===== src/include/dcache_macros.svh =====
// Sizing of the L1 data cache write-back victim buffer
// Depth, line and address widths, and the L2 transaction tag width

`ifndef DCACHE_MACROS_SVH
`define DCACHE_MACROS_SVH

// Number of victim lines held at once
`define WBB_ENTRIES 4

// Width of one cache line in bits
`define LINE_BITS 64

// Line address, i.e. the byte address without the offset bits
`define LINE_ADDR_BITS 12

// L2 transaction tag, wraps around
// with a single outstanding request, 3 bits are plenty
`define WBB_TAG_BITS 3

`endif

===== src/source/memory_pkg.sv =====
// Shared types of the L1 data cache victim buffer
// Line, address, tag and count types, D1 opcodes and requester states

`default_nettype none

`include "dcache_macros.svh"

package memory_pkg;

  // One full cache line
  typedef logic [`LINE_BITS-1:0] dcache_line_t;

  // Line address as seen by D1 and L2
  typedef logic [`LINE_ADDR_BITS-1:0] line_addr_t;

  // L2 transaction tag
  typedef logic [`WBB_TAG_BITS-1:0] wbb_tag_t;

  // Free entry count, 0 up to the full depth
  typedef logic [$clog2(`WBB_ENTRIES):0] wbb_free_entries_t;

  // D1 opcode, one per cycle
  typedef enum logic [1:0] {
    WBB_NOP     = 2'b00,
    WBB_EVICT   = 2'b01,
    WBB_RECLAIM = 2'b10,
    WBB_SWITCH  = 2'b11
  } wbb_op_e;

  // L2 requester FSM states
  typedef enum logic [1:0] {
    REQ_IDLE = 2'b00,
    REQ_SEND = 2'b01,
    REQ_WAIT = 2'b10
  } req_state_e;

endpackage

`default_nettype wire


===== src/source/dcache_wbb_top.sv =====
// Write-back victim buffer top level
// Connects the victim buffer and its L2 requester to the D1 and L2 ports

`timescale 1ns/100ps
`default_nettype none

module dcache_wbb_top (
  input  logic                          clk_i,
  input  logic                          rst_ni,
  // D1 side
  input  memory_pkg::wbb_op_e           d1_op_i,
  input  memory_pkg::dcache_line_t      d1_line_i,
  input  memory_pkg::line_addr_t        d1_line_addr_i,
  output logic                          d1_ready_o,
  output logic                          d1_hit_o,
  output memory_pkg::dcache_line_t      d1_line_o,
  // L2 side
  input  logic                          l2_gnt_i,
  input  logic                          l2_ans_i,
  input  logic                          l2_ans_ok_i,
  input  memory_pkg::wbb_tag_t          l2_ans_tag_i,
  output logic                          l2_req_o,
  output memory_pkg::dcache_line_t      l2_line_o,
  output memory_pkg::line_addr_t        l2_line_addr_o,
  output memory_pkg::wbb_tag_t          l2_tag_o,
  output memory_pkg::wbb_free_entries_t free_entries_o
);

  import memory_pkg::*;

  // Strobes and compare inputs
  logic       add_line_addr;
  logic       put_wait_tag_read_line;
  logic       clr_hit_line;
  logic       switch_hit_line;
  logic       wup_hit_line;
  wbb_tag_t   cmp_tag;
  line_addr_t cmp_line_addr;
  // Buffer status
  logic       tag_hit;
  logic       req_available;
  logic       full;

  // The issued tag goes to L2 and into the granted entry
  wbb_l2_requester i_requester (
    .clk_i                   (clk_i),
    .rst_ni                  (rst_ni),
    .d1_op_i                 (d1_op_i),
    .d1_line_addr_i          (d1_line_addr_i),
    .line_hit_i              (d1_hit_o),
    .tag_hit_i               (tag_hit),
    .req_available_i         (req_available),
    .full_i                  (full),
    .l2_gnt_i                (l2_gnt_i),
    .l2_ans_i                (l2_ans_i),
    .l2_ans_ok_i             (l2_ans_ok_i),
    .l2_ans_tag_i            (l2_ans_tag_i),
    .wbb_line_addr_i         (l2_line_addr_o),
    .add_line_addr_o         (add_line_addr),
    .put_wait_tag_read_line_o(put_wait_tag_read_line),
    .clr_hit_line_o          (clr_hit_line),
    .switch_hit_line_o       (switch_hit_line),
    .wup_hit_line_o          (wup_hit_line),
    .new_tag_o               (l2_tag_o),
    .cmp_tag_o               (cmp_tag),
    .cmp_line_addr_o         (cmp_line_addr),
    .d1_ready_o              (d1_ready_o),
    .l2_req_o                (l2_req_o)
  );

  dcache_wb_victim_buffer i_buffer (
    .clk_i                   (clk_i),
    .rst_ni                  (rst_ni),
    .add_line_addr_i         (add_line_addr),
    .put_wait_tag_read_line_i(put_wait_tag_read_line),
    .clr_hit_line_i          (clr_hit_line),
    .switch_hit_line_i       (switch_hit_line),
    .wup_hit_line_i          (wup_hit_line),
    .new_tag_i               (l2_tag_o),
    .line_i                  (d1_line_i),
    .line_addr_i             (cmp_line_addr),
    .tag_to_be_compared_i    (cmp_tag),
    .wbb_l2c_line_o          (l2_line_o),
    .wbb_l2c_line_addr_o     (l2_line_addr_o),
    .wbb_d1_line_o           (d1_line_o),
    .line_hit_o              (d1_hit_o),
    .tag_hit_o               (tag_hit),
    .req_available_o         (req_available),
    .full_o                  (full),
    .free_entries_o          (free_entries_o)
  );

endmodule

`default_nettype wire


===== src/source/wbb_l2_requester.sv =====
// Victim buffer L2 requester
// Sequences one L2 write transaction at a time and turns D1 opcodes,
// L2 grants and L2 answers into buffer strobes

`timescale 1ns/100ps
`default_nettype none

module wbb_l2_requester (
  input  logic                   clk_i,
  input  logic                   rst_ni,
  // D1 side
  input  memory_pkg::wbb_op_e    d1_op_i,
  input  memory_pkg::line_addr_t d1_line_addr_i,
  // Buffer status
  input  logic                   line_hit_i,
  input  logic                   tag_hit_i,
  input  logic                   req_available_i,
  input  logic                   full_i,
  // L2 side
  input  logic                   l2_gnt_i,
  input  logic                   l2_ans_i,
  input  logic                   l2_ans_ok_i,
  input  memory_pkg::wbb_tag_t   l2_ans_tag_i,
  // Address of the entry currently offered to L2
  input  memory_pkg::line_addr_t wbb_line_addr_i,
  // Buffer strobes
  output logic                   add_line_addr_o,
  output logic                   put_wait_tag_read_line_o,
  output logic                   clr_hit_line_o,
  output logic                   switch_hit_line_o,
  output logic                   wup_hit_line_o,
  // Tags and compare address
  output memory_pkg::wbb_tag_t   new_tag_o,
  output memory_pkg::wbb_tag_t   cmp_tag_o,
  output memory_pkg::line_addr_t cmp_line_addr_o,
  output logic                   d1_ready_o,
  output logic                   l2_req_o
);

  import memory_pkg::*;

  req_state_e state_q;
  req_state_e state_d;
  wbb_tag_t   tag_cnt_q;
  line_addr_t out_addr_q;
  logic       grant;
  logic       ans_cycle;

  // Request only while an entry is there to send
  assign l2_req_o  = (state_q == REQ_SEND) && req_available_i;
  assign grant     = l2_req_o && l2_gnt_i;
  assign ans_cycle = (state_q == REQ_WAIT) && l2_ans_i;

  // L2 events own the buffer in their cycle
  assign d1_ready_o = !(l2_gnt_i || l2_ans_i);

  // Next state
  always_comb begin
    state_d = state_q;
    unique case (state_q)
      REQ_IDLE: begin
        if (req_available_i) begin
          state_d = REQ_SEND;
        end
      end
      REQ_SEND: begin
        if (grant) begin
          state_d = REQ_WAIT;
        end else if (!req_available_i) begin
          // Entry reclaimed by D1 before the grant
          state_d = REQ_IDLE;
        end
      end
      REQ_WAIT: begin
        if (l2_ans_i) begin
          state_d = REQ_IDLE;
        end
      end
      default: state_d = REQ_IDLE;
    endcase
  end

  always_ff @(posedge clk_i or negedge rst_ni) begin
    if (!rst_ni) begin
      state_q   <= REQ_IDLE;
      tag_cnt_q <= '0;
    end else begin
      state_q <= state_d;
      if (grant) begin
        tag_cnt_q <= tag_cnt_q + 1'b1;
      end
    end
  end

  // Address of the outstanding line, compared again in the answer cycle
  always_ff @(posedge clk_i) begin
    if (grant) begin
      out_addr_q <= wbb_line_addr_i;
    end
  end

  assign new_tag_o = tag_cnt_q;

  // Outside the answer cycle compare against the next unissued tag
  // The only waiting entry holds the previous one, so no false tag hit
  assign cmp_tag_o       = ans_cycle ? l2_ans_tag_i : tag_cnt_q;
  assign cmp_line_addr_o = ans_cycle ? out_addr_q : d1_line_addr_i;

  // Strobes, L2 events first, D1 only when ready
  always_comb begin
    add_line_addr_o          = 1'b0;
    put_wait_tag_read_line_o = 1'b0;
    clr_hit_line_o           = 1'b0;
    switch_hit_line_o        = 1'b0;
    wup_hit_line_o           = 1'b0;
    if (grant) begin
      put_wait_tag_read_line_o = 1'b1;
    end else if (ans_cycle) begin
      // Stale tag means the line is gone, answer dropped
      clr_hit_line_o = tag_hit_i && l2_ans_ok_i;
      wup_hit_line_o = tag_hit_i && !l2_ans_ok_i;
    end else if (d1_ready_o) begin
      unique case (d1_op_i)
        WBB_EVICT:   add_line_addr_o   = !full_i;
        WBB_RECLAIM: clr_hit_line_o    = line_hit_i;
        WBB_SWITCH:  switch_hit_line_o = line_hit_i;
        default:     add_line_addr_o   = 1'b0;
      endcase
    end
  end

endmodule

`default_nettype wire


===== src/source/dcache_wb_victim_buffer.sv =====
// Write-back victim buffer register file
// Holds evicted dirty lines with valid and wait bits until L2 takes them,
// and compares D1 addresses and L2 answer tags against every entry

`timescale 1ns/100ps
`default_nettype none

`include "dcache_macros.svh"

module dcache_wb_victim_buffer (
  input  logic                          clk_i,
  input  logic                          rst_ni,
  // Strobes from the requester, at most one per cycle
  input  logic                          add_line_addr_i,
  input  logic                          put_wait_tag_read_line_i,
  input  logic                          clr_hit_line_i,
  input  logic                          switch_hit_line_i,
  input  logic                          wup_hit_line_i,
  // Tag given to the entry sent to L2
  input  memory_pkg::wbb_tag_t          new_tag_i,
  // Line written on evict or switch
  input  memory_pkg::dcache_line_t      line_i,
  // Written on evict or switch, and compared every cycle
  input  memory_pkg::line_addr_t        line_addr_i,
  input  memory_pkg::wbb_tag_t          tag_to_be_compared_i,
  // Next entry to send to L2
  output memory_pkg::dcache_line_t      wbb_l2c_line_o,
  output memory_pkg::line_addr_t        wbb_l2c_line_addr_o,
  // Data of the entry that hit
  output memory_pkg::dcache_line_t      wbb_d1_line_o,
  // Status
  output logic                          line_hit_o,
  output logic                          tag_hit_o,
  output logic                          req_available_o,
  output logic                          full_o,
  output memory_pkg::wbb_free_entries_t free_entries_o
);

  import memory_pkg::*;

  localparam int WBB_ENTRIES = `WBB_ENTRIES;
  localparam int IDX_BITS    = (WBB_ENTRIES > 1) ? $clog2(WBB_ENTRIES) : 1;

  // Entry payload
  dcache_line_t line_q      [WBB_ENTRIES];
  line_addr_t   line_addr_q [WBB_ENTRIES];
  wbb_tag_t     tag_q       [WBB_ENTRIES];

  // Entry state
  // valid: holds a line, wait: sent to L2 and answer pending
  logic [WBB_ENTRIES-1:0] valid_q;
  logic [WBB_ENTRIES-1:0] wait_q;

  // Per-entry compare results
  logic [WBB_ENTRIES-1:0] line_hit_vec;
  logic [WBB_ENTRIES-1:0] tag_hit_vec;
  logic [WBB_ENTRIES-1:0] hit_vec;
  logic [WBB_ENTRIES-1:0] free_vec;
  logic [WBB_ENTRIES-1:0] ready_vec;

  // Selected entries
  logic [IDX_BITS-1:0] new_idx;
  logic [IDX_BITS-1:0] req_idx;
  logic [IDX_BITS-1:0] hit_idx;
  logic                free_found;
  logic                req_found;
  logic                hit_found;

  // Valid and wait bits, strobes in priority order
  always_ff @(posedge clk_i or negedge rst_ni) begin
    if (!rst_ni) begin
      valid_q <= '0;
      wait_q  <= '0;
    end else if (add_line_addr_i) begin
      valid_q[new_idx] <= 1'b1;
      wait_q[new_idx]  <= 1'b0;
    end else if (put_wait_tag_read_line_i) begin
      wait_q[req_idx] <= 1'b1;
    end else if (clr_hit_line_i) begin
      valid_q[hit_idx] <= 1'b0;
      wait_q[hit_idx]  <= 1'b0;
    end else if (switch_hit_line_i) begin
      // New victim at the same entry, goes back to the send queue
      wait_q[hit_idx] <= 1'b0;
    end else if (wup_hit_line_i) begin
      // Retry from L2, send again
      wait_q[hit_idx] <= 1'b0;
    end
  end

  // Payload, same priority as the state bits
  always_ff @(posedge clk_i) begin
    if (add_line_addr_i) begin
      line_q[new_idx]      <= line_i;
      line_addr_q[new_idx] <= line_addr_i;
    end else if (put_wait_tag_read_line_i) begin
      // Tag given at grant time
      tag_q[req_idx] <= new_tag_i;
    end else if (!clr_hit_line_i && switch_hit_line_i) begin
      line_q[hit_idx]      <= line_i;
      line_addr_q[hit_idx] <= line_addr_i;
    end
  end

  // Address compare only on valid entries
  // tag compare only on waiting ones, an old tag left in a free entry never hits
  always_comb begin
    for (int k = 0; k < WBB_ENTRIES; k++) begin
      line_hit_vec[k] = valid_q[k] && (line_addr_q[k] == line_addr_i);
      tag_hit_vec[k]  = wait_q[k] && (tag_q[k] == tag_to_be_compared_i);
    end
  end

  assign hit_vec   = line_hit_vec | tag_hit_vec;
  assign free_vec  = ~valid_q;
  assign ready_vec = valid_q & ~wait_q;

  // Where the next evict goes
  lowest_set_encoder #(
    .D(WBB_ENTRIES),
    .E(IDX_BITS)
  ) i_free_enc (
    .mh_decoded_i(free_vec),
    .oh_encoded_o(new_idx),
    .found_o     (free_found)
  );

  // Next entry offered to L2
  lowest_set_encoder #(
    .D(WBB_ENTRIES),
    .E(IDX_BITS)
  ) i_req_enc (
    .mh_decoded_i(ready_vec),
    .oh_encoded_o(req_idx),
    .found_o     (req_found)
  );

  // Entry hit by either compare
  lowest_set_encoder #(
    .D(WBB_ENTRIES),
    .E(IDX_BITS)
  ) i_hit_enc (
    .mh_decoded_i(hit_vec),
    .oh_encoded_o(hit_idx),
    .found_o     (hit_found)
  );

  // Output data
  assign wbb_l2c_line_o      = line_q[req_idx];
  assign wbb_l2c_line_addr_o = line_addr_q[req_idx];
  // Zero when nothing hit
  assign wbb_d1_line_o       = hit_found ? line_q[hit_idx] : '0;

  // Status
  assign line_hit_o      = |line_hit_vec;
  assign tag_hit_o       = |tag_hit_vec;
  assign req_available_o = req_found;
  assign full_o          = !free_found;

  // Count of invalid entries
  always_comb begin
    free_entries_o = '0;
    for (int k = 0; k < WBB_ENTRIES; k++) begin
      if (free_vec[k]) begin
        free_entries_o = free_entries_o + 1'b1;
      end
    end
  end

endmodule

`default_nettype wire


===== src/source/lowest_set_encoder.sv =====
// Lowest set bit encoder
// Returns the index of the lowest set bit and flags whether any bit is set

`timescale 1ns/100ps
`default_nettype none

module lowest_set_encoder #(
  parameter int D = 4,
  parameter int E = 2
) (
  input  logic [D-1:0] mh_decoded_i,
  output logic [E-1:0] oh_encoded_o,
  output logic         found_o
);

  // Scan from the top down so the lowest set bit wins
  // Index 0 when the vector is empty
  always_comb begin
    oh_encoded_o = '0;
    for (int i = D - 1; i >= 0; i--) begin
      if (mh_decoded_i[i]) begin
        oh_encoded_o = E'(i);
      end
    end
  end

  assign found_o = |mh_decoded_i;

endmodule

`default_nettype wire


===== config.mk =====
export PLATFORM = sky130hd
export DESIGN_NAME = dcache_wbb_top
export DESIGN_NICKNAME = d
export VERILOG_FILES = /design/src/source/memory_pkg.sv /design/src/source/dcache_wbb_top.sv /design/src/source/wbb_l2_requester.sv /design/src/source/dcache_wb_victim_buffer.sv /design/src/source/lowest_set_encoder.sv
export VERILOG_INCLUDE_DIRS = /design/src /design/src/include
export SDC_FILE = /design/constraint.sdc
export NUM_CORES = 1
export LEC_CHECK = 0
export ABC_AREA = 1
export ABC_CLOCK_PERIOD_IN_PS = 7050
export BUFFER_PORTS_ARGS = -buffer_cell sky130_fd_sc_hd__buf_2
export CAP_MARGIN = 20
export CORE_UTILIZATION = 40
export DETAILED_ROUTE_END_ITERATION = 7
export PLACE_DENSITY = 0.61
export SYNTH_ARGS = -nofsm -noshare
export SYNTH_HDL_FRONTEND = slang
export SYNTH_SLANG_ARGS = --single-unit

===== constraint.sdc =====
create_clock -name clk_i -period 7.05 [get_ports clk_i]
set_input_delay 1.41 -clock clk_i [delete_from_list [all_inputs] [get_ports clk_i]]
set_output_delay 1.41 -clock clk_i [all_outputs]
set_load 0.05 [all_outputs]

Word-level counts from Yosys, hierarchy flattened
Memory sizes are Yosys's and may differ from the RTL's.
Cells that the tools add are included.
{ "totals": {"n_memories": 3, "ram_bits": 316, "out_inout_bits": 149, "ff_bits": 25, "in_bits": 86} }
{ "op_classes": {"n_eq_ne": 17, "reduce_logical": 33, "mux": 68, "n_addsub": 4, "order_cmp": 6, "bitwise": 11} }
{ "memory_table": {"columns": ["name", "words", "width", "rd", "rd_clocked_by_memory_dff", "wr", "line_no", "text"], "rows": [
  ["i_buffer.line_q", 4, 64, 2, 0, 1, "dcache_wb_victim_buffer.sv:45", "dcache_line_t line_q [WBB_ENTRIES];"],
  ["i_buffer.line_addr_q", 4, 12, 5, 0, 1, "dcache_wb_victim_buffer.sv:46", "line_addr_t line_addr_q [WBB_ENTRIES];"],
  ["i_buffer.tag_q", 4, 3, 4, 0, 1, "dcache_wb_victim_buffer.sv:47", "wbb_tag_t tag_q [WBB_ENTRIES];"]
]} }
{ "op_table": {"columns": ["op", "n"], "rows": [
  ["$mux 64", 2],
  ["$reduce_or 64->1", 1],
  ["$eq 12x12->1", 4],
  ["$mux 2", 18],
  ["$mux 4", 8],
  ["$mux 1", 30],
  ["$mux 12", 2],
  ["$reduce_or 4->1", 5],
  ["$logic_and 1x1->1", 17],
  ["$and 4x4->4", 4],
  ["$not 4->4", 4],
  ["$eq 3x3->1", 4],
  ["$mux 3", 4],
  ["$or 4x4->4", 3],
  ["$reduce_or 12->1", 1],
  ["$add 3x1->3 const B", 3],
  ["$lt 2x3->1 const B", 3],
  ["$demux 1 s2", 3],
  ["$eq 2x2->1 const B", 3],
  ["$ge 2x1->1 const B", 3],
  ["$pmux 2 s3", 1],
  ["$reduce_bool 5->1", 1],
  ["$eq 2x1->1 const B", 2],
  ["$ne 2x2->1 const B", 2],
  ["other kinds (9)", 11]
]} }

Depth between registers and ports, before layout
Gate-level depths: netlist of the first run.
{ "depth": {"word_depth": 21, "mapped_depth": 21, "mapped_depth_nobuf": 19} }

Cells and area by module
Synthesis of the first run repeated with hierarchy kept, for this count alone.
{ "hier_totals": {"cells_unflattened": 1465, "hier_area_um2": 15860.2} }
{ "by_module_without_submodules": {"columns": ["module", "area_per_inst_um2", "seq_area_each_um2", "n_inst", "cells_each"], "rows": [
  ["dcache_wb_victim_buffer", 14831.7, 9689.3, 1, 1337],
  ["wbb_l2_requester", 889.6, 485.5, 1, 101],
  ["lowest_set_encoder", 46.3, 0.0, 3, 9]
]} }

Least setup slack after synthesis of the first run
No wires, ideal clock.
{ "synth_timing": {"path_type": "input to register", "startpoint": "in l2_ans_i", "endpoint": "mem i_buffer.line_addr_q[3][0] (netlist bit), enable pin", "t_required_ps": 6539, "t_arrival_ps": 6466, "stages": 17, "setup_slack_ps": 73, "path_cell_list": "buf_4 nand3_4 buf_12 inv_2 nand2_1 nand2_2 nand2_1 nand3_1 nor2_1 nand2_1 nand2_1 inv_1 nand2_1 nand2_1 nand2_1 nand3_1 nor2_1"} }
{ "synth_between": {"elab_chain_len": 17, "word_cells_on_any_way": 50, "classes_between": "eq/ne: 8; mux: 25; bitwise: 1; reduce/logical: 16"} }
{ "synth_lines": {"columns": ["element", "line_no", "text"], "rows": [
  ["start: declaration", "dcache_wbb_top.sv:19", "input logic l2_ans_i,"],
  ["$logic_and 1x1->1 *", "wbb_l2_requester.sv:52", "assign ans_cycle = (state_q == REQ_WAIT) && l2_ans_i;"],
  ["$mux 12 *", "wbb_l2_requester.sv:107", "assign cmp_line_addr_o = ans_cycle ? out_addr_q : d1_line_addr_i;"],
  ["named net cmp_line_addr[6]", "dcache_wbb_top.sv:38", "line_addr_t cmp_line_addr;"],
  ["$eq 12x12->1", "dcache_wb_victim_buffer.sv:109", "line_hit_vec[k] = valid_q[k] && (line_addr_q[k] == line_addr_i);"],
  ["$logic_and 1x1->1", "dcache_wb_victim_buffer.sv:109", null],
  ["$reduce_or 4->1 *", "dcache_wb_victim_buffer.sv:155", "assign line_hit_o = |line_hit_vec;"],
  ["named net d1_hit_o", "dcache_wbb_top.sv:15", "output logic d1_hit_o,"],
  ["$mux 1", "wbb_l2_requester.sv:123", "unique case (d1_op_i)"],
  ["(+3 left out)", null, null],
  ["$logic_not 1->1", "dcache_wb_victim_buffer.sv:99", "end else if (!clr_hit_line_i && switch_hit_line_i) begin"],
  ["$logic_and 1x1->1 *", "dcache_wb_victim_buffer.sv:99", null],
  ["$mux 1 *", "dcache_wb_victim_buffer.sv:99", null],
  ["$mux 1 *", "dcache_wb_victim_buffer.sv:96", "end else if (put_wait_tag_read_line_i) begin"],
  ["$mux 1 *", "dcache_wb_victim_buffer.sv:93", "if (add_line_addr_i) begin"],
  ["$mux 1 (implied by the code) *", "dcache_wb_victim_buffer.sv:101", "line_addr_q[hit_idx] <= line_addr_i;"],
  ["$reduce_or 12->1 (no line)", null, null],
  ["$mux 2 (no line) / $mux 1 (equally long branches)", null, null],
  ["end: declaration", "dcache_wb_victim_buffer.sv:46", null]
]} }
Mark *: on every way through the listed nets, which the timed path passes. The rest lies on a longest branch.

Final worst setup path of the first run
{ "layout_timing": {"startpoint": "in l2_ans_i", "endpoint": "out d1_line_o[59]"} }
{ "layout_between": {"elab_chain_len": 11, "word_cells_on_any_way": 27, "classes_between": "eq/ne: 8; mux: 7; bitwise: 1; reduce/logical: 10; memory: 1"} }
{ "layout_lines": {"columns": ["element", "line_no", "text"], "rows": [
  ["$logic_and 1x1->1 *", "wbb_l2_requester.sv:52", null],
  ["$mux 12 *", "wbb_l2_requester.sv:107", null],
  ["named net cmp_line_addr[3]", "dcache_wbb_top.sv:38", null],
  ["$eq 12x12->1", "dcache_wb_victim_buffer.sv:109", null],
  ["$logic_and 1x1->1", "dcache_wb_victim_buffer.sv:109", null],
  ["$or 4x4->4 *", "dcache_wb_victim_buffer.sv:114", "assign hit_vec = line_hit_vec | tag_hit_vec;"],
  ["$mux 2 (4 in a row)", "lowest_set_encoder.sv:21", "if (mh_decoded_i[i]) begin"],
  ["$mem_v2 4x64", null, null],
  ["$mux 64 *", "dcache_wb_victim_buffer.sv:152", "assign wbb_d1_line_o = hit_found ? line_q[hit_idx] : '0;"],
  ["end: declaration", "dcache_wbb_top.sv:16", "output memory_pkg::dcache_line_t d1_line_o,"]
]} }
Marked as above.

==> results of run 1 <==
## power by group through the flow
stage	sequential (µW)	combinational, µW	clock (µW)
global route	2490	4300	1950
floorplan	2510	2960	0
detailed placement	2520	4020	0
finish	2480	4040	1840
CTS	2480	4030	1880
global placement	2520	3990	0
## cell usage in the layout (no fill, tap or decap), types with 6 or more instances in the layout
master	n
nor2_1	263
nand4_1	74
inv_1	80
nor2_4	6
o221ai_1	12
clkinv_1	8
buf_2	234
nand3_1	321
edfxtp_1	328
clkbuf_16	40
clkbuf_1	10
a21oi_1	20
buf_4	24
xor2_1	6
nand2_4	8
inv_2	6
buf_12	8
dfrtp_1	13
o21ai_0	88
o211ai_1	67
nand4_2	6
nand2_1	406
nand2_2	13
## area by class of cell
type | count | area [µm²] | share of cell area
diodes | 2 | 5.00 | 0.000247
clock buffers | 50 | 1040 | 0.0513
clock inverters | 16 | 91.3 | 0.00451
inverters | 88 | 335 | 0.0165
multi-input cells | 1323 | 6370 | 0.315
flip-flops and latches | 341 | 10200 | 0.502
well taps | 585 | 732 | 0.0361
repair buffers | 266 | 1510 | 0.0746
## state kept, by name, summed over array words and instances (netlist names)
| register | flops |
|---|---|
| i_requester.state_q | 2 |
| i_requester.new_tag_o | 3 |
| i_buffer.valid_q | 4 |
| i_buffer.wait_q | 4 |
| i_buffer.line_addr_q | 48 |
| i_buffer.tag_q | 12 |
| i_requester.out_addr_q | 12 |
| i_buffer.line_q | 256 |
## per-stage QoR
step | std cells | cell area, µm²
after floorplan | 1878 | 17500
after global routing | 2669 | 20300
after detailed placement | 2603 | 19100
after CTS | 2669 | 20300
after global placement | 2603 | 19100
final | 2671 | 20300
## layer usage
| metal | up-vias | global-route usage | part of all wire |
|---|---|---|---|
| li1 | 6971 | - | - |
| met1 | 7323 | 0.341 | 0.42 |
| met2 | 721 | 0.406 | 0.47 |
| met3 | 105 | 0.0535 | 0.085 |
| met4 | 8 | 0.0942 | 0.026 |
| met5 | - | 0 | 0.0011 |
## kinds of logic (layout without fill, tap and decap cells)
| logic type | after synthesis | count (layout) | synth area share |
|---|---|---|---|
| AO/OA/AOI/OAI | 198 | 198 | 0.0694 |
| XOR/XNOR | 9 | 9 | 0.00450 |
| adder cells (fa/ha/maj) | 5 | 5 | 0.00357 |
| buffers and inverters | 214 | 420 | 0.0581 |
| flip-flops | 341 | 341 | 0.581 |
| other | 0 | 2 | 0 |
| AND/OR/NAND/NOR | 1111 | 1111 | 0.283 |
## worst max-delay path: stages
cell     delay, ns
buf_2         0.35
nand3_4       0.45
nand2_1       0.30
nand2_1       0.21
nand2_1       0.11
nand2_1       0.05
nor2_1        0.17
nand2_1       0.07
nor2_1        0.15
nand2_1       0.10
and2_2        0.23
nand2_4       0.31
buf_12        0.33
nand3_1       0.13
nand2_1       0.09
nor2_1        0.04
nor2_1        0.18
buf_2         0.31
## worst paths after layout
kind	cells past startpoint	end	start	slack [ns]
hold / removal	1	i_requester.state_q[0]$_DFFE_PN0P_	i_requester.state_q[0]$_DFFE_PN0P_	0.47
max in group asynchronous	1	i_buffer.valid_q[0]$_DFFE_PN0P_	rst_ni	6.02
setup reg to reg	18	i_buffer.line_q[0][7]$_DFFE_PP_	i_requester.state_q[0]$_DFFE_PN0P_	2.11
setup / recovery	18	d1_line_o[59]	l2_ans_i	0.57
min in group asynchronous	1	i_requester.state_q[1]$_DFFE_PN0P_	rst_ni	0.75
hold reg to reg	1	i_requester.state_q[0]$_DFFE_PN0P_	i_requester.state_q[0]$_DFFE_PN0P_	0.47
==> results.tsv, run 1 <==
metric	value	unit
ys_top_cells_by_count	nand2_1, edfxtp_1, nand3_1	
area_growth	15.8	%
fin_skew	0.0241	ns
ant_nets	0	
clkTransAtPathRegs	0.06	ns
synth_top_area_cell	edfxtp_1	
p_seq_frac	0.297	
coreArea	43100	µm²
syn_inst	1878	
postLayoutCoreUtil	0.470	
place.gp.congestion	0.916	
synth.area.top_cells	edfxtp_1, nand3_1, nand2_1	
switching_share	0.487	
vias	15100	
end_kind	primary output	
cts_tree	done	
dieArea	44600	µm²
rsz0062_at_grt	no	
drive_gt1_frac	0.174	
fmax	154	MHz
io_pins	235	
cts_hold_buffers	0	
fin_total_pwr	8360	µW
cts_sinks	341	
path_class	in -> out	
cts_buffers	39	
combPwrFrac	0.483	
final-setup-viol-count	0	
chipWidth	211	µm
cts.repair.resized	0	
yosys_warnings	0	
initial_core_util	0.406	
netlist_area	17500	µm²
post-dp-hpwl	34100	µm
yosys.cell_types.count	37	
seq_area_frac_synth	0.581	
synth.most_common_cell	nand2_1	
p_leak	0.00820	µW
cts_root_buffer	clkbuf_16	
post_drt_via_cell_ratio	5.66	
hold_violations	0	
tightestPinTransition	0.934	ns
maxCapViolCount	0	
drt-initial-drc-count	1420	
synth-edff-count	328	
vdd_drop_max	0.398	mV
cp.required	5.64	ns
numPortBuffers	234	
groute.usage.overall	0.255	
whs	0.474	ns
wirelength	56800	µm
dp_slack	0.635	ns
power.internal	4290	µW
drcViolationCount	0	
avgSynthCellArea	9.32	µm²
timing.setup.tns	0	ns
rows	76	
first_global_vias	14800	
grt-ovfl-total	0	
clockBufferDepth	3	
maxSlewHeadroom	0.377	
first_pass_iters	5	
wl_per_cell	21.2	µm
grt_max_degree	154	
synthFlopType	edfxtp_1	
fin_crit	6.48	ns
num-fill-cells	3994	
hp-class	reg -> reg	
yosys.area.top_type_share	0.563	
status	finished clean	
antenna_found_initial	7	
grt_first_pass_wirelength	86100	µm
postSynth.asyncResetShare	0.0381	
clk_latency	0.57	ns
clkPwrFrac	0.220	
path_max_fanout	57	
yosys_register_bits	341	
finalWorstSetupSlack	0.567	ns
die_h	211	µm
post_cts_buffers	0	
arrival	5.07	ns
period_share	0.920	
syn-num-nets	1969	
powerDensity	413	nW/µm²
finalNetCount	2150	
slew_viol_final	0	
power.switching	4070	µW
start_kind	input pin	
htree_levels	2	
Note: power is estimated with default switching activity, not from simulation.
==> run 2, diff against run 1 <==
--- a/config.mk
+++ b/config.mk
@@ -10,9 +10,11 @@
 export ABC_CLOCK_PERIOD_IN_PS = 7050
 export BUFFER_PORTS_ARGS = -buffer_cell sky130_fd_sc_hd__buf_2
 export CAP_MARGIN = 20
-export CORE_UTILIZATION = 40
+export CELL_PAD_IN_SITES_DETAIL_PLACEMENT = 0
+export CELL_PAD_IN_SITES_GLOBAL_PLACEMENT = 2
+export CORE_UTILIZATION = 36
 export DETAILED_ROUTE_END_ITERATION = 7
-export PLACE_DENSITY = 0.61
+export PLACE_DENSITY = 0.82
 export SYNTH_ARGS = -nofsm -noshare
 export SYNTH_HDL_FRONTEND = slang
 export SYNTH_SLANG_ARGS = --single-unit
==> results.tsv, run 2 (synthesized netlist as in run 1, its figures left out) <==
metric	value	unit	change
status	finished clean		
grt_max_degree	154		unchanged
rows	80		+5.3%
path_delay_family	simple AND/OR/NAND/NOR gates		
fmax	165	MHz	+6.7%
dieArea	49500	µm²	+11%
maxSlewHeadroom	0.312		-0.0653
drcViolationCount	0		unchanged
top_regs	i_buffer.line_q (256), i_buffer.line_addr_q (48)		
initial_core_util	0.366		-0.0405
p_leak	0.00836	µW	+1.9%
start_kind	input pin		
io_pins	235		unchanged
grt_first_pass_wirelength	90500	µm	+5.1%
powerDensity	425	nW/µm²	+3.0%
drive_gt1_frac	0.179		+0.00516
postLayoutCoreUtil	0.431		-0.0392
tightestPinTransition	1.03	ns	+0.0955 ns
fin_area	20600	µm²	+1.8%
final-setup-viol-count	0		unchanged
wirelength	59800	µm	+5.3%
timing.setup.tns	0	ns	unchanged
period_share	0.862		-0.0581
first_pass_iters	5		unchanged
cts_hold_buffers	0		unchanged
groute.usage.overall	0.240		-0.0145
cp_slowest_cell	buf_12		
drt-initial-drc-count	1360		-4.2%
finalNetCount	2154		+0.19%
dp_slack	1.03	ns	+0.396 ns
post_drt_via_cell_ratio	5.54		-2.2%
htree_levels	2		unchanged
arrival	4.66	ns	-0.41 ns
hold_violations	0		unchanged
cts.repair.resized	0		unchanged
slew_viol_final	0		unchanged
maxCapViolCount	0		unchanged
ant_nets	0		unchanged
clkTransAtPathRegs	0.06	ns	about the same
vdd_drop_max	0.253	mV	-37%
max_stage_delay	0.30	ns	-0.15 ns
numPortBuffers	234		unchanged
cts_buffers	41		+5.1%
regMostFlops	i_buffer.line_q		
fin_crit	6.07	ns	-0.410 ns
hp-class	reg -> reg		
num-fill-cells	4660		+17%
finalWorstSetupSlack	0.976	ns	+0.410 ns
final_common_cell	nand2_1		
wl_per_cell	22.1	µm	+3.9%
cts_tree	done		
rsz0062_at_grt	no		
dpl_cell_area	19300	µm²	+0.67%
first_global_vias	14700		-0.63%
path_cells	buf_2 -> nand3_4 -> buf_4 -> nand2_1 -> nand2_1 -> nand2_1 -> nand2_1 -> nor2_1 -> nand2_1 -> nor2_1 -> nand2_1 -> and2_2 -> nand2_4 -> buf_12 -> buf_4 -> nand3_1 -> nand2_1 -> nor2_1 -> nor2_1 -> buf_2		
place.gp.congestion	0.858		-6.4%
path_class	in -> out		
chipWidth	222	µm	+5.4%
mostFrequentLayoutCells	nand2_1, edfxtp_1, nand3_1		
coreArea	47800	µm²	+11%
path_max_fanout	53		-7.0%
post_cts_buffers	0		unchanged
whs	0.476	ns	+0.00240 ns
largest_reg_flops	256		unchanged
cts_root_buffer	clkbuf_16		
fin_skew	0.0202	ns	-0.00391 ns
worst_path_most_repeated_cell	nand2_1		
critPathBufInv	5		+2
clockBufferDepth	3		unchanged
vias	15000		-0.77%
end_kind	primary output		
cp.required	5.64	ns	about the same
antenna_found_initial	6		-1
post-dp-hpwl	35300	µm	+3.7%
area_growth	17.9	%	
grt-ovfl-total	0		unchanged
clk_latency	0.58	ns	about the same
cts_sinks	341		unchanged
die_h	222	µm	+5.4%
## run 2: area by class of cell
type                    count  area (µm²)  share of cell area
clock buffers              59        1180              0.0574
clock inverters            12         183             0.00885
repair buffers            268        1600              0.0776
flip-flops and latches    341       10200               0.493
well taps                 615         769              0.0373
multi-input cells        1323        6370               0.309
diodes                      3        7.51            0.000364
inverters                  88         335              0.0163
## run 2: final timing paths
path	start	to	slack [ns]	depth (start not counted)
min in group asynchronous	rst_ni	i_requester.new_tag_o[1]$_DFFE_PN0P_	0.76	1
min	i_requester.state_q[0]$_DFFE_PN0P_	i_requester.state_q[0]$_DFFE_PN0P_	0.48	1
min reg2reg	i_requester.state_q[0]$_DFFE_PN0P_	i_requester.state_q[0]$_DFFE_PN0P_	0.48	1
max reg2reg	i_requester.state_q[0]$_DFFE_PN0P_	i_buffer.line_q[3][8]$_DFFE_PP_	2.27	19
max in group asynchronous	rst_ni	i_buffer.wait_q[1]$_DFFE_PN0P_	6.01	1
max	l2_ans_i	d1_line_o[8]	0.98	20
## run 2: stage by stage
step / power [µW] / instances
after detailed placement: 6640 / 2635
after global routing: 9160 / 2708
after global placement: 6630 / 2635
final: 8770 / 2709
after floorplan: 5470 / 1878
after CTS: 8820 / 2706
## run 2: metal layers
layer	track usage	wire, µm	up-vias	part of all wire
met1	0.336	26400	7342	0.44
met3	0.0364	4060	93	0.068
met4	0.0774	1390	6	0.023
li1	-	-	6981	-
met5	0	42	-	0.00070
met2	0.381	27900	590	0.47
## run 2: power breakdown
part | total [µW] | internal, µW | leakage (µW) | switching [µW]
clock network | 2170 | 1310 | 0.000669 | 857
logic | 4110 | 894 | 0.00457 | 3220
registers | 2490 | 2380 | 0.00312 | 107
## run 2: worst register-to-register path, delay by kind of cell (launching register included)
family | cells | cell delay (ns)
DFF | 1 | 0.39
buffers and inverters | 4 | 1.29
AOI/OAI and AO/OA | 1 | 0.16
and+or+nand+nor | 14 | 2.54
